## config.mk

```make
export PLATFORM = sky130hd
export DESIGN_NAME = correlator_top
export DESIGN_NICKNAME = d
export VERILOG_FILES = /design/src/verilog/corr_pkg.sv /design/src/verilog/sample_delay_line.sv /design/src/verilog/baseline_accumulator.sv /design/src/verilog/corr_regs.sv /design/src/verilog/correlator_top.sv
export SDC_FILE = /design/constraint.sdc
export NUM_CORES = 2
export LEC_CHECK = 0
export BUFFER_PORTS_ARGS = -buffer_cell sky130_fd_sc_hd__buf_2
export CORE_ASPECT_RATIO = 0.7
export CORE_UTILIZATION = 36
export CTS_BUF_LIST = sky130_fd_sc_hd__clkbuf_4 sky130_fd_sc_hd__clkbuf_8 sky130_fd_sc_hd__clkbuf_16
export DETAILED_ROUTE_END_ITERATION = 10
export MAX_ROUTING_LAYER = met4
export PLACE_DENSITY_LB_ADDON = 0.08
export SLEW_MARGIN = 20
export SYNTH_ARGS = -nofsm -noshare
export SYNTH_HDL_FRONTEND = slang
export SYNTH_HIERARCHICAL = 1
export SYNTH_SLANG_ARGS = --single-unit
```

## constraint.sdc

```tcl
create_clock -name pllclk -period 4.47 [get_ports pllclk]
set_input_delay 1.1175 -clock pllclk [delete_from_list [all_inputs] [get_ports pllclk]]
set_output_delay 1.1175 -clock pllclk [all_outputs]
set_load 0.01 [all_outputs]
```

## src/verilog/corr_pkg.sv

```systemverilog
//==================================================
// widths, register map and bus structs of the correlator
// word addresses are 8 bits, so every accumulator must
// sit below address 0x100
//==================================================
`default_nettype none

package corr_pkg;

	localparam int SAMPLE_WIDTH = 4;
	localparam int PROD_WIDTH = 2 * SAMPLE_WIDTH; // full signed product of two samples
	localparam int WB_ADR_WIDTH = 8;
	localparam int WB_DAT_WIDTH = 32;

	typedef logic signed [SAMPLE_WIDTH-1:0] sample_t;
	typedef logic signed [PROD_WIDTH-1:0] prod_t;
	typedef logic [WB_ADR_WIDTH-1:0] wb_adr_t;
	typedef logic [WB_DAT_WIDTH-1:0] wb_dat_t;

	localparam wb_adr_t REG_CONTROL = 8'h00;
	localparam wb_adr_t REG_STATUS = 8'h01;
	localparam wb_adr_t REG_ACC_BASE = 8'h10; // baseline-major, most negative lag first

	localparam int CTRL_ENABLE_BIT = 0;
	localparam int CTRL_CLEAR_BIT = 1; // write-only pulse, reads back 0

	typedef struct packed {
		logic cyc;
		logic stb;
		logic we;
		wb_adr_t adr;
		wb_dat_t dat;
	} wb_req_t;

	typedef struct packed {
		logic ack;
		wb_dat_t dat;
	} wb_rsp_t;

	typedef struct packed {
		logic enable;
		logic clear;
	} corr_ctrl_t;

endpackage

`default_nettype wire

```

## src/verilog/sample_delay_line.sv

```systemverilog
//==================================================
// tapped delay line for one input stream
// shifts on every sample_valid, even when the
// correlator is disabled; window[0] is the newest
//==================================================
`timescale 1ns/1ps
`default_nettype none

module sample_delay_line #(
	parameter int LAG_COUNT = 3
) (
	input logic pllclk,
	input logic reset,
	input corr_pkg::sample_t sample,
	input logic sample_valid,
	output corr_pkg::sample_t [LAG_COUNT-1:0] window,
	output logic window_valid
);

	always_ff @(posedge pllclk) begin
		if (!reset) begin
			window <= '0;
		end else if (sample_valid) begin
			window[0] <= sample;
			for (int i = 1; i < LAG_COUNT; i++) begin
				window[i] <= window[i-1]; // oldest sample drops off the end
			end
		end
	end

	// one cycle after the strobe the new sample sits in window[0]
	always_ff @(posedge pllclk) begin
		if (!reset) begin
			window_valid <= 1'b0;
		end else begin
			window_valid <= sample_valid;
		end
	end

endmodule

`default_nettype wire

```

## src/verilog/baseline_accumulator.sv

```systemverilog
//==================================================
// multiply-accumulate over all lags of one baseline
// ACC_WIDTH must be at least the product width (8)
// an accumulator that would overflow holds its value;
// the sticky overflow bit is released only by clear
//==================================================
`timescale 1ns/1ps
`default_nettype none

module baseline_accumulator #(
	parameter int LAG_COUNT = 3,
	parameter int ACC_WIDTH = 24,
	localparam int NUM_LAGS = 2 * LAG_COUNT - 1
) (
	input logic pllclk,
	input logic reset,
	input corr_pkg::sample_t [LAG_COUNT-1:0] window_a,
	input corr_pkg::sample_t [LAG_COUNT-1:0] window_b,
	input logic window_valid,
	input corr_pkg::corr_ctrl_t ctrl,
	output logic [NUM_LAGS*ACC_WIDTH-1:0] acc,
	output logic overflow
);

	typedef logic signed [ACC_WIDTH-1:0] acc_t;
	typedef logic signed [ACC_WIDTH:0] sum_t; // one guard bit to detect overflow

	corr_pkg::prod_t prod_d [NUM_LAGS];
	corr_pkg::prod_t prod_q [NUM_LAGS];
	acc_t acc_q [NUM_LAGS];
	sum_t sum [NUM_LAGS];
	logic [NUM_LAGS-1:0] fits;
	logic valid_q;

	for (genvar k = 0; k < NUM_LAGS; k++) begin : g_lag
		localparam int LAG = k - (LAG_COUNT - 1);
		if (LAG >= 0) begin : g_pos
			assign prod_d[k] = window_a[0] * window_b[LAG]; // b delayed against a
		end else begin : g_neg
			assign prod_d[k] = window_a[-LAG] * window_b[0];
		end
		assign sum[k] = acc_q[k] + prod_q[k];
		assign fits[k] = (sum[k][ACC_WIDTH] == sum[k][ACC_WIDTH-1]);
		assign acc[k*ACC_WIDTH +: ACC_WIDTH] = acc_q[k];
	end

	// stage 1: products and the enable-gated valid
	always_ff @(posedge pllclk) begin
		for (int k = 0; k < NUM_LAGS; k++) begin
			prod_q[k] <= prod_d[k];
		end
	end

	always_ff @(posedge pllclk) begin
		if (!reset) begin
			valid_q <= 1'b0;
		end else if (ctrl.clear) begin
			valid_q <= 1'b0; // drop products already in flight
		end else begin
			valid_q <= window_valid & ctrl.enable;
		end
	end

	// stage 2: accumulate, clear wins over a pending product
	always_ff @(posedge pllclk) begin
		if (!reset) begin
			for (int k = 0; k < NUM_LAGS; k++) begin
				acc_q[k] <= '0;
			end
			overflow <= 1'b0;
		end else if (ctrl.clear) begin
			for (int k = 0; k < NUM_LAGS; k++) begin
				acc_q[k] <= '0;
			end
			overflow <= 1'b0;
		end else if (valid_q) begin
			for (int k = 0; k < NUM_LAGS; k++) begin
				if (fits[k]) begin
					acc_q[k] <= sum[k][ACC_WIDTH-1:0];
				end
			end
			if (!(&fits)) begin
				overflow <= 1'b1; // any lag of this baseline saturating
			end
		end
	end

endmodule

`default_nettype wire

```

## src/verilog/corr_regs.sv

```systemverilog
//==================================================
// Wishbone classic slave with control and readout
// zero wait state, ack lasts one cycle and is
// followed by at least one idle cycle
// writes take effect at the edge that ends the ack
//==================================================
`timescale 1ns/1ps
`default_nettype none

module corr_regs #(
	parameter int NUM_INPUTS = 4,
	parameter int LAG_COUNT = 3,
	parameter int ACC_WIDTH = 24,
	localparam int NUM_BASELINES = NUM_INPUTS * (NUM_INPUTS - 1) / 2,
	localparam int NUM_LAGS = 2 * LAG_COUNT - 1,
	localparam int NUM_ACCS = NUM_BASELINES * NUM_LAGS
) (
	input logic pllclk,
	input logic reset,
	input corr_pkg::wb_req_t wb_req,
	output corr_pkg::wb_rsp_t wb_rsp,
	input logic [NUM_ACCS*ACC_WIDTH-1:0] acc_all,
	input logic [NUM_BASELINES-1:0] overflow_all,
	output corr_pkg::corr_ctrl_t ctrl
);

	logic ack_q;
	logic enable_q;
	logic clear_q;
	logic req;
	logic ctrl_write;
	corr_pkg::wb_adr_t acc_idx;
	logic signed [ACC_WIDTH-1:0] acc_word;
	corr_pkg::wb_dat_t rd_data;

	assign req = wb_req.cyc & wb_req.stb;
	assign ctrl_write = req & wb_req.we & ack_q & (wb_req.adr == corr_pkg::REG_CONTROL);

	// offset into the flat accumulator vector, only meaningful inside the window
	assign acc_idx = wb_req.adr - corr_pkg::REG_ACC_BASE;
	assign acc_word = acc_all[acc_idx*ACC_WIDTH +: ACC_WIDTH];

	always_ff @(posedge pllclk) begin
		if (!reset) begin
			ack_q <= 1'b0;
		end else begin
			ack_q <= req & ~ack_q; // forces a gap between back-to-back cycles
		end
	end

	always_ff @(posedge pllclk) begin
		if (!reset) begin
			enable_q <= 1'b0;
			clear_q <= 1'b0;
		end else begin
			clear_q <= ctrl_write & wb_req.dat[corr_pkg::CTRL_CLEAR_BIT]; // one-cycle pulse
			if (ctrl_write) begin
				enable_q <= wb_req.dat[corr_pkg::CTRL_ENABLE_BIT];
			end
		end
	end

	// read data is driven from the held address, valid while ack is high
	always_comb begin
		rd_data = '0;
		if (wb_req.adr == corr_pkg::REG_CONTROL) begin
			rd_data[corr_pkg::CTRL_ENABLE_BIT] = enable_q;
		end else if (wb_req.adr == corr_pkg::REG_STATUS) begin
			rd_data[NUM_BASELINES-1:0] = overflow_all;
		end else if (wb_req.adr >= corr_pkg::REG_ACC_BASE && acc_idx < NUM_ACCS) begin
			rd_data = acc_word; // sign-extended to the bus width
		end
	end

	assign wb_rsp.ack = ack_q;
	assign wb_rsp.dat = rd_data;

	assign ctrl.enable = enable_q;
	assign ctrl.clear = clear_q;

endmodule

`default_nettype wire

```

## src/verilog/correlator_top.sv

```systemverilog
//==================================================
// cross-correlator top level
// NUM_INPUTS >= 2, ACC_WIDTH from 8 to 32
// all inputs share one sample strobe and are never
// stalled, one sample per clock at most
//==================================================
`timescale 1ns/1ps
`default_nettype none

module correlator_top #(
	parameter int NUM_INPUTS = 4,
	parameter int LAG_COUNT = 3,
	parameter int ACC_WIDTH = 24
) (
	input logic pllclk,
	input logic reset,
	input corr_pkg::sample_t [NUM_INPUTS-1:0] samples,
	input logic sample_valid,
	input corr_pkg::wb_req_t wb_req,
	output corr_pkg::wb_rsp_t wb_rsp
);

	localparam int NUM_BASELINES = NUM_INPUTS * (NUM_INPUTS - 1) / 2;
	localparam int NUM_LAGS = 2 * LAG_COUNT - 1;
	localparam int BL_WIDTH = NUM_LAGS * ACC_WIDTH; // accumulator bits per baseline

	corr_pkg::sample_t [LAG_COUNT-1:0] window [NUM_INPUTS];
	logic [NUM_INPUTS-1:0] window_valid;
	logic [NUM_BASELINES*BL_WIDTH-1:0] acc_all;
	logic [NUM_BASELINES-1:0] overflow_all;
	corr_pkg::corr_ctrl_t ctrl;

	for (genvar i = 0; i < NUM_INPUTS; i++) begin : g_input
		sample_delay_line #(
			.LAG_COUNT(LAG_COUNT)
		) u_delay (
			.pllclk(pllclk),
			.reset(reset),
			.sample(samples[i]),
			.sample_valid(sample_valid),
			.window(window[i]),
			.window_valid(window_valid[i])
		);
	end

	// baselines numbered in lexical order (0,1) (0,2) ... (1,2) ...
	for (genvar a = 0; a < NUM_INPUTS - 1; a++) begin : g_a
		for (genvar b = a + 1; b < NUM_INPUTS; b++) begin : g_b
			localparam int BL = a * (NUM_INPUTS - 1) - a * (a - 1) / 2 + (b - a - 1);
			baseline_accumulator #(
				.LAG_COUNT(LAG_COUNT),
				.ACC_WIDTH(ACC_WIDTH)
			) u_baseline (
				.pllclk(pllclk),
				.reset(reset),
				.window_a(window[a]),
				.window_b(window[b]),
				.window_valid(window_valid[0]), // all lines shift together
				.ctrl(ctrl),
				.acc(acc_all[BL*BL_WIDTH +: BL_WIDTH]),
				.overflow(overflow_all[BL])
			);
		end
	end

	corr_regs #(
		.NUM_INPUTS(NUM_INPUTS),
		.LAG_COUNT(LAG_COUNT),
		.ACC_WIDTH(ACC_WIDTH)
	) u_regs (
		.pllclk(pllclk),
		.reset(reset),
		.wb_req(wb_req),
		.wb_rsp(wb_rsp),
		.acc_all(acc_all),
		.overflow_all(overflow_all),
		.ctrl(ctrl)
	);

endmodule

`default_nettype wire

```

Yosys cells after proc, flatten, opt, wreduce, memory -nomap -nowiden

Memory sizes are Yosys's and may differ from the RTL's.
Index checks and enable logic that the tools add are counted.

Bits in registers: 59
Memory bits (writable): 960
Output and inout port bits: 33
Logic and storage cells: 440
Memories: 12

Add/subtract/negate cells: 31
$mul: 31
$lt $le $gt $ge: 2
Equality and inequality tests: 31
Shift operators: 1
Muxes and demuxes: 219
Bitwise operators: 75
Reduce and logical (&&, ||, !) cells: 15

Memories:

| memory                         | depth | bits a word | rd ports | clocked after memory_dff | write ports | line                       | source |
|---|---|---|---|---|---|---|---|
| g_a[0].g_b[1].u_baseline.acc_q | 5     | 24          | 5        | 0                        | 5           | baseline_accumulator.sv:30 | `acc_t acc_q [NUM_LAGS];` |
| g_a[0].g_b[2].u_baseline.acc_q | 5     | 24          | 5        | 0                        | 5           | baseline_accumulator.sv:30 |  |
| g_a[0].g_b[3].u_baseline.acc_q | 5     | 24          | 5        | 0                        | 5           | baseline_accumulator.sv:30 |  |
| g_a[1].g_b[2].u_baseline.acc_q | 5     | 24          | 5        | 0                        | 5           | baseline_accumulator.sv:30 |  |
| g_a[1].g_b[3].u_baseline.acc_q | 5     | 24          | 5        | 0                        | 5           | baseline_accumulator.sv:30 |  |
| g_a[2].g_b[3].u_baseline.acc_q | 5     | 24          | 5        | 0                        | 5           | baseline_accumulator.sv:30 |  |
| 6 more memories                | -     | -           | -        | -                        | -           | -                          |  |

Operator list:

| kind                 | count |
|---|---|
| $mux 24              | 60 |
| $add 24x8->25        | 30 |
| $shiftx 720x14->24   | 1 |
| $mul 4x4->8          | 30 |
| $mux 1               | 155 |
| $or 1x1->1           | 60 |
| $mux 32              | 1 |
| $mux 31              | 1 |
| $eq 1x1->1           | 30 |
| $reduce_and 5->1     | 6 |
| $mux 26              | 1 |
| $reduce_and 2->1     | 6 |
| $mul 8x2->10 const B | 1 |
| $eq 8x1->1 const B   | 1 |
| $ge 8x5->1 const B   | 1 |
| $logic_not 8->1      | 1 |
| $lt 8x5->1 const B   | 1 |
| $not 1->1            | 8 |
| $sub 8x5->8 const B  | 1 |
| $and 1x1->1          | 7 |
| $mux 6               | 1 |
| $reduce_or 2->1      | 1 |
| $logic_and 1x1->1    | 1 |

Logic depth before layout (Yosys ltp)

An unclocked memory read counts as a cell.

Word-level depth: 9
Mapped depth: 14
Gate-level depth less buffers: 14

Hierarchy

Netlist, hierarchy kept.

By module, submodules not included:

| module                                          | times used | cells each | area each (um^2) |
|---|---|---|---|
| baseline_accumulator (g_a[1].g_b[2].u_baseline) | 1          | 1441       | 13624.3 |
| baseline_accumulator (g_a[1].g_b[3].u_baseline) | 1          | 1411       | 13620.6 |
| baseline_accumulator (g_a[0].g_b[3].u_baseline) | 1          | 1402       | 13613.1 |
| baseline_accumulator (g_a[0].g_b[1].u_baseline) | 1          | 1409       | 13555.5 |
| baseline_accumulator (g_a[0].g_b[2].u_baseline) | 1          | 1399       | 13462.9 |
| baseline_accumulator (g_a[2].g_b[3].u_baseline) | 1          | 1381       | 13457.9 |
| corr_regs                                       | 1          | 603        | 6437.4 |
| sample_delay_line                               | 4          | 41         | 498.0 |

Worst setup path before layout

OpenSTA, ideal clock, no wires.

Kind: register to register
Start point: mem g_a[0].g_b[2].u_baseline/prod_q[0][7] (netlist bit)
End point: mem g_a[0].g_b[2].u_baseline/acc_q[0][0] (netlist bit) (enable)
Arrival time: 4401 ps
Data required time: 4032 ps
Setup slack: -369 ps
Cell stages (with the launch flop): 11
Buffers on the path: 0
Cell sequence: dfxtp_1 -> ha_1 -> or4_1 -> o311a_1 -> a21oi_1 -> a31oi_1 -> o21ai_1 -> nand2b_1 -> a221oi_1 -> xor2_1 -> o21ai_0

RTL lines:

| item               | line                       | source |
|---|---|---|
| start: declaration | baseline_accumulator.sv:29 | `corr_pkg::prod_t prod_q [NUM_LAGS];` |
| end: declaration   | baseline_accumulator.sv:30 |  |

==> flow_summary.toml <==
[status]
status = "completed"

[yosys]
syn_area_per_cell_um2 = 9.74
syn_nets = 10600
yosysWarnings = 6
netlist_area_um2 = 89700
synthCells = 9204

[cts]
clk_latency_ps = 820
clk_path_buf_depth = 4
htree_levels = 4
path_clk_slew_ps = 60
cts_tree = "built"
cts_root_buffer = "clkbuf_16"
clock-sinks = 1024
numCtsBuffers = 139

[power]
p_seq_frac = 0.387
intPower_uw = 19600
finalPower_uw = 28300
ir_drop_v = 0.000210
power_switching_uw = 8680
p_comb_frac = 0.212
power_frac_clock = 0.400
p_per_area_nw_per_um2 = 278
power.share.switching = 0.306
p_leak_uw = 0.0468

[critical_path]
r2r.worst_path.cells = 13
r2r-end = "g_a[0].g_b[2].u_baseline/acc_q[0][51]$_SDFFCE_PN0P_"
critPathKind = "input port to output port"
required_ps = 3350
worstPathMaxFanout = 15
rr_startpoint = "g_a[0].g_b[2].u_baseline/acc_q[0][102]$_SDFFCE_PN0P_"
cp-end-kind = "output port"
cp.arrival_ps = 3330
worstSetupStartpointType = "input port"
crit_start = "wb_req[33]"
critical_path.endpoint = "wb_rsp[21]"
reg2reg_slack_ps = 120

[detailed_routing]
wl_per_cell_um = 23.1
drt-pass1-iter-count = 5
drt_wl_total_mm = 300
dr.first_iter.drc_count = 5888
drt-vias-per-instance = 5.48
num_vias = 71300
antenna_left = 0
drc_errors = 0

[sta]
clock.fmax_mhz = 225
hold_ws_ps = 558
worst_slew_pin_slew_ps = 1020
layout_min_cycle_time_ps = 4440
rsz0062_at_grt = "false"
post-route-period-util = 0.994
maxSlewHeadroom = 0.321
drv_slew = 0
final-hold-violation-count = 0
setup_viol_count_final = 0
setup_slack_ps = 26.4
clock_skew_ps = 56.1
fin_tns_setup_ps = 0

[flow_run]
drv_cap = 0

[grt]
antenna_found_initial = 34
grt_pass1_vias = 66500
grt.overflow.total = 0
grt_usage = 0.241
grt_first_pass_wirelength_mm = 440
grt_max_degree = 54

[final_layout]
area_delta_synth_final_pct = 13.7
nets = 11000
utilization = 0.414
drive_above_1_share = 0.106

[placed_design]
place_congestion = 0.936
io_buffers = 64
dpl_worst_slack_ps = -486
dp_hpwl_mm = 239

[floorplanning]
die_area_um2 = 251000
ios = 95
rows = 152
core_area_um2 = 246000
die_width_um = 599
start_util = 0.364
die_h_um = 420

[min_path]
min_path_type = "input port to register"
[registers in the layout, summed over array words and instances (netlist names)]
name and flops:
g_a.g_b.u_baseline/overflow 6, g_input.u_delay/window 48, g_a.g_b.u_baseline/acc_q 720, g_input.u_delay/window_valid 1
u_regs/clear_q 1, g_a.g_b.u_baseline/prod_q 240, g_a.g_b.u_baseline/valid_q 6, u_regs/ack_q 1
u_regs/enable_q 1
[worst min-delay path by stage]
stage                                              startpoint                                        endpoint  slack (ps)  cells past startpoint
2_1_floorplan  g_a[0].g_b[2].u_baseline/overflow$_SDFFE_PP0P_  g_a[0].g_b[2].u_baseline/overflow$_SDFFE_PP0P_         430                      2
3_3_place_gp       g_input[3].u_delay/window[10]$_SDFFE_PN0P_      g_input[3].u_delay/window[10]$_SDFFE_PN0P_         540                      2
3_5_place_dp       g_input[3].u_delay/window[10]$_SDFFE_PN0P_      g_input[3].u_delay/window[10]$_SDFFE_PN0P_         550                      2
4_1_cts                                           samples[11]       g_input[2].u_delay/window[3]$_SDFFE_PN0P_         480                      3
5_1_grt                                            samples[8]       g_input[2].u_delay/window[0]$_SDFFE_PN0P_         520                      3
6_report                                          samples[11]       g_input[2].u_delay/window[3]$_SDFFE_PN0P_         560                      3
[power by group through the flow]
stage                     clock, uW  sequential (uW)  combinational [uW]
after global routing          12000            11000                6590
after CTS                     11700            11000                5940
final                         11300            11000                6010
after global placement            0            11200                5820
after floorplan                   0            10900                4040
after detailed placement          0            11200                5860
[per-stage QoR]
stage	std cells	area [um2]
6_report	13000	102000
5_1_grt	13000	102000
4_1_cts	13000	102000
3_5_place_dp	12800	96900
3_3_place_gp	12800	96900
2_1_floorplan	9204	89700
[area by class of cell]
type / instances / area (um2)
fill: 24200 / 145000
timing repair buffer: 520 / 4920
clock inverter: 44 / 392
clock buffer: 195 / 4090
sequential: 1024 / 27700
tap: 3311 / 4140
multi-input combinational: 7217 / 58000
antenna: 13 / 32.5
inverter: 700 / 2630
[what timing repair did]
item / CTS / global route
gates resized for setup: 48 / 20
cloned: 0 / 2
pin swaps: 2 / 2
setup buffers: 9 / 7
endpoints found under the setup margin: 31 / 445
hold buffers: 0 / 0
[critical path: stages]
cell and delay, ps:
buf_16 150, buf_16 180, buf_4 170, buf_4 160, mux2i_1 110, a22oi_1 470, a31oi_1 210, o21ai_1 120
buf_4 180, o311a_1 220, buf_2 170
[per-layer routing]
layer	vias up	GRT usage	routed length, um
li1	34100	-	-
met1	34900	0.392	162000
met2	2081	0.304	111000
met3	275	0.0348	21400
met4	0	0.0468	6170
met5	-	-	0
[placed cells by master, fill, tap and decap left out, types with 300 or more instances in the layout]
| cell type | instances |
|---|---|
| a21o_1 | 334 |
| buf_4 | 368 |
| nand2_1 | 514 |
| inv_1 | 699 |
| edfxtp_1 | 720 |
| a21oi_1 | 619 |
| ha_1 | 1083 |
| o21ai_0 | 364 |
| nor2_1 | 932 |
| fa_1 | 300 |
| xnor2_1 | 498 |
Power figures use the tool's default switching activity.
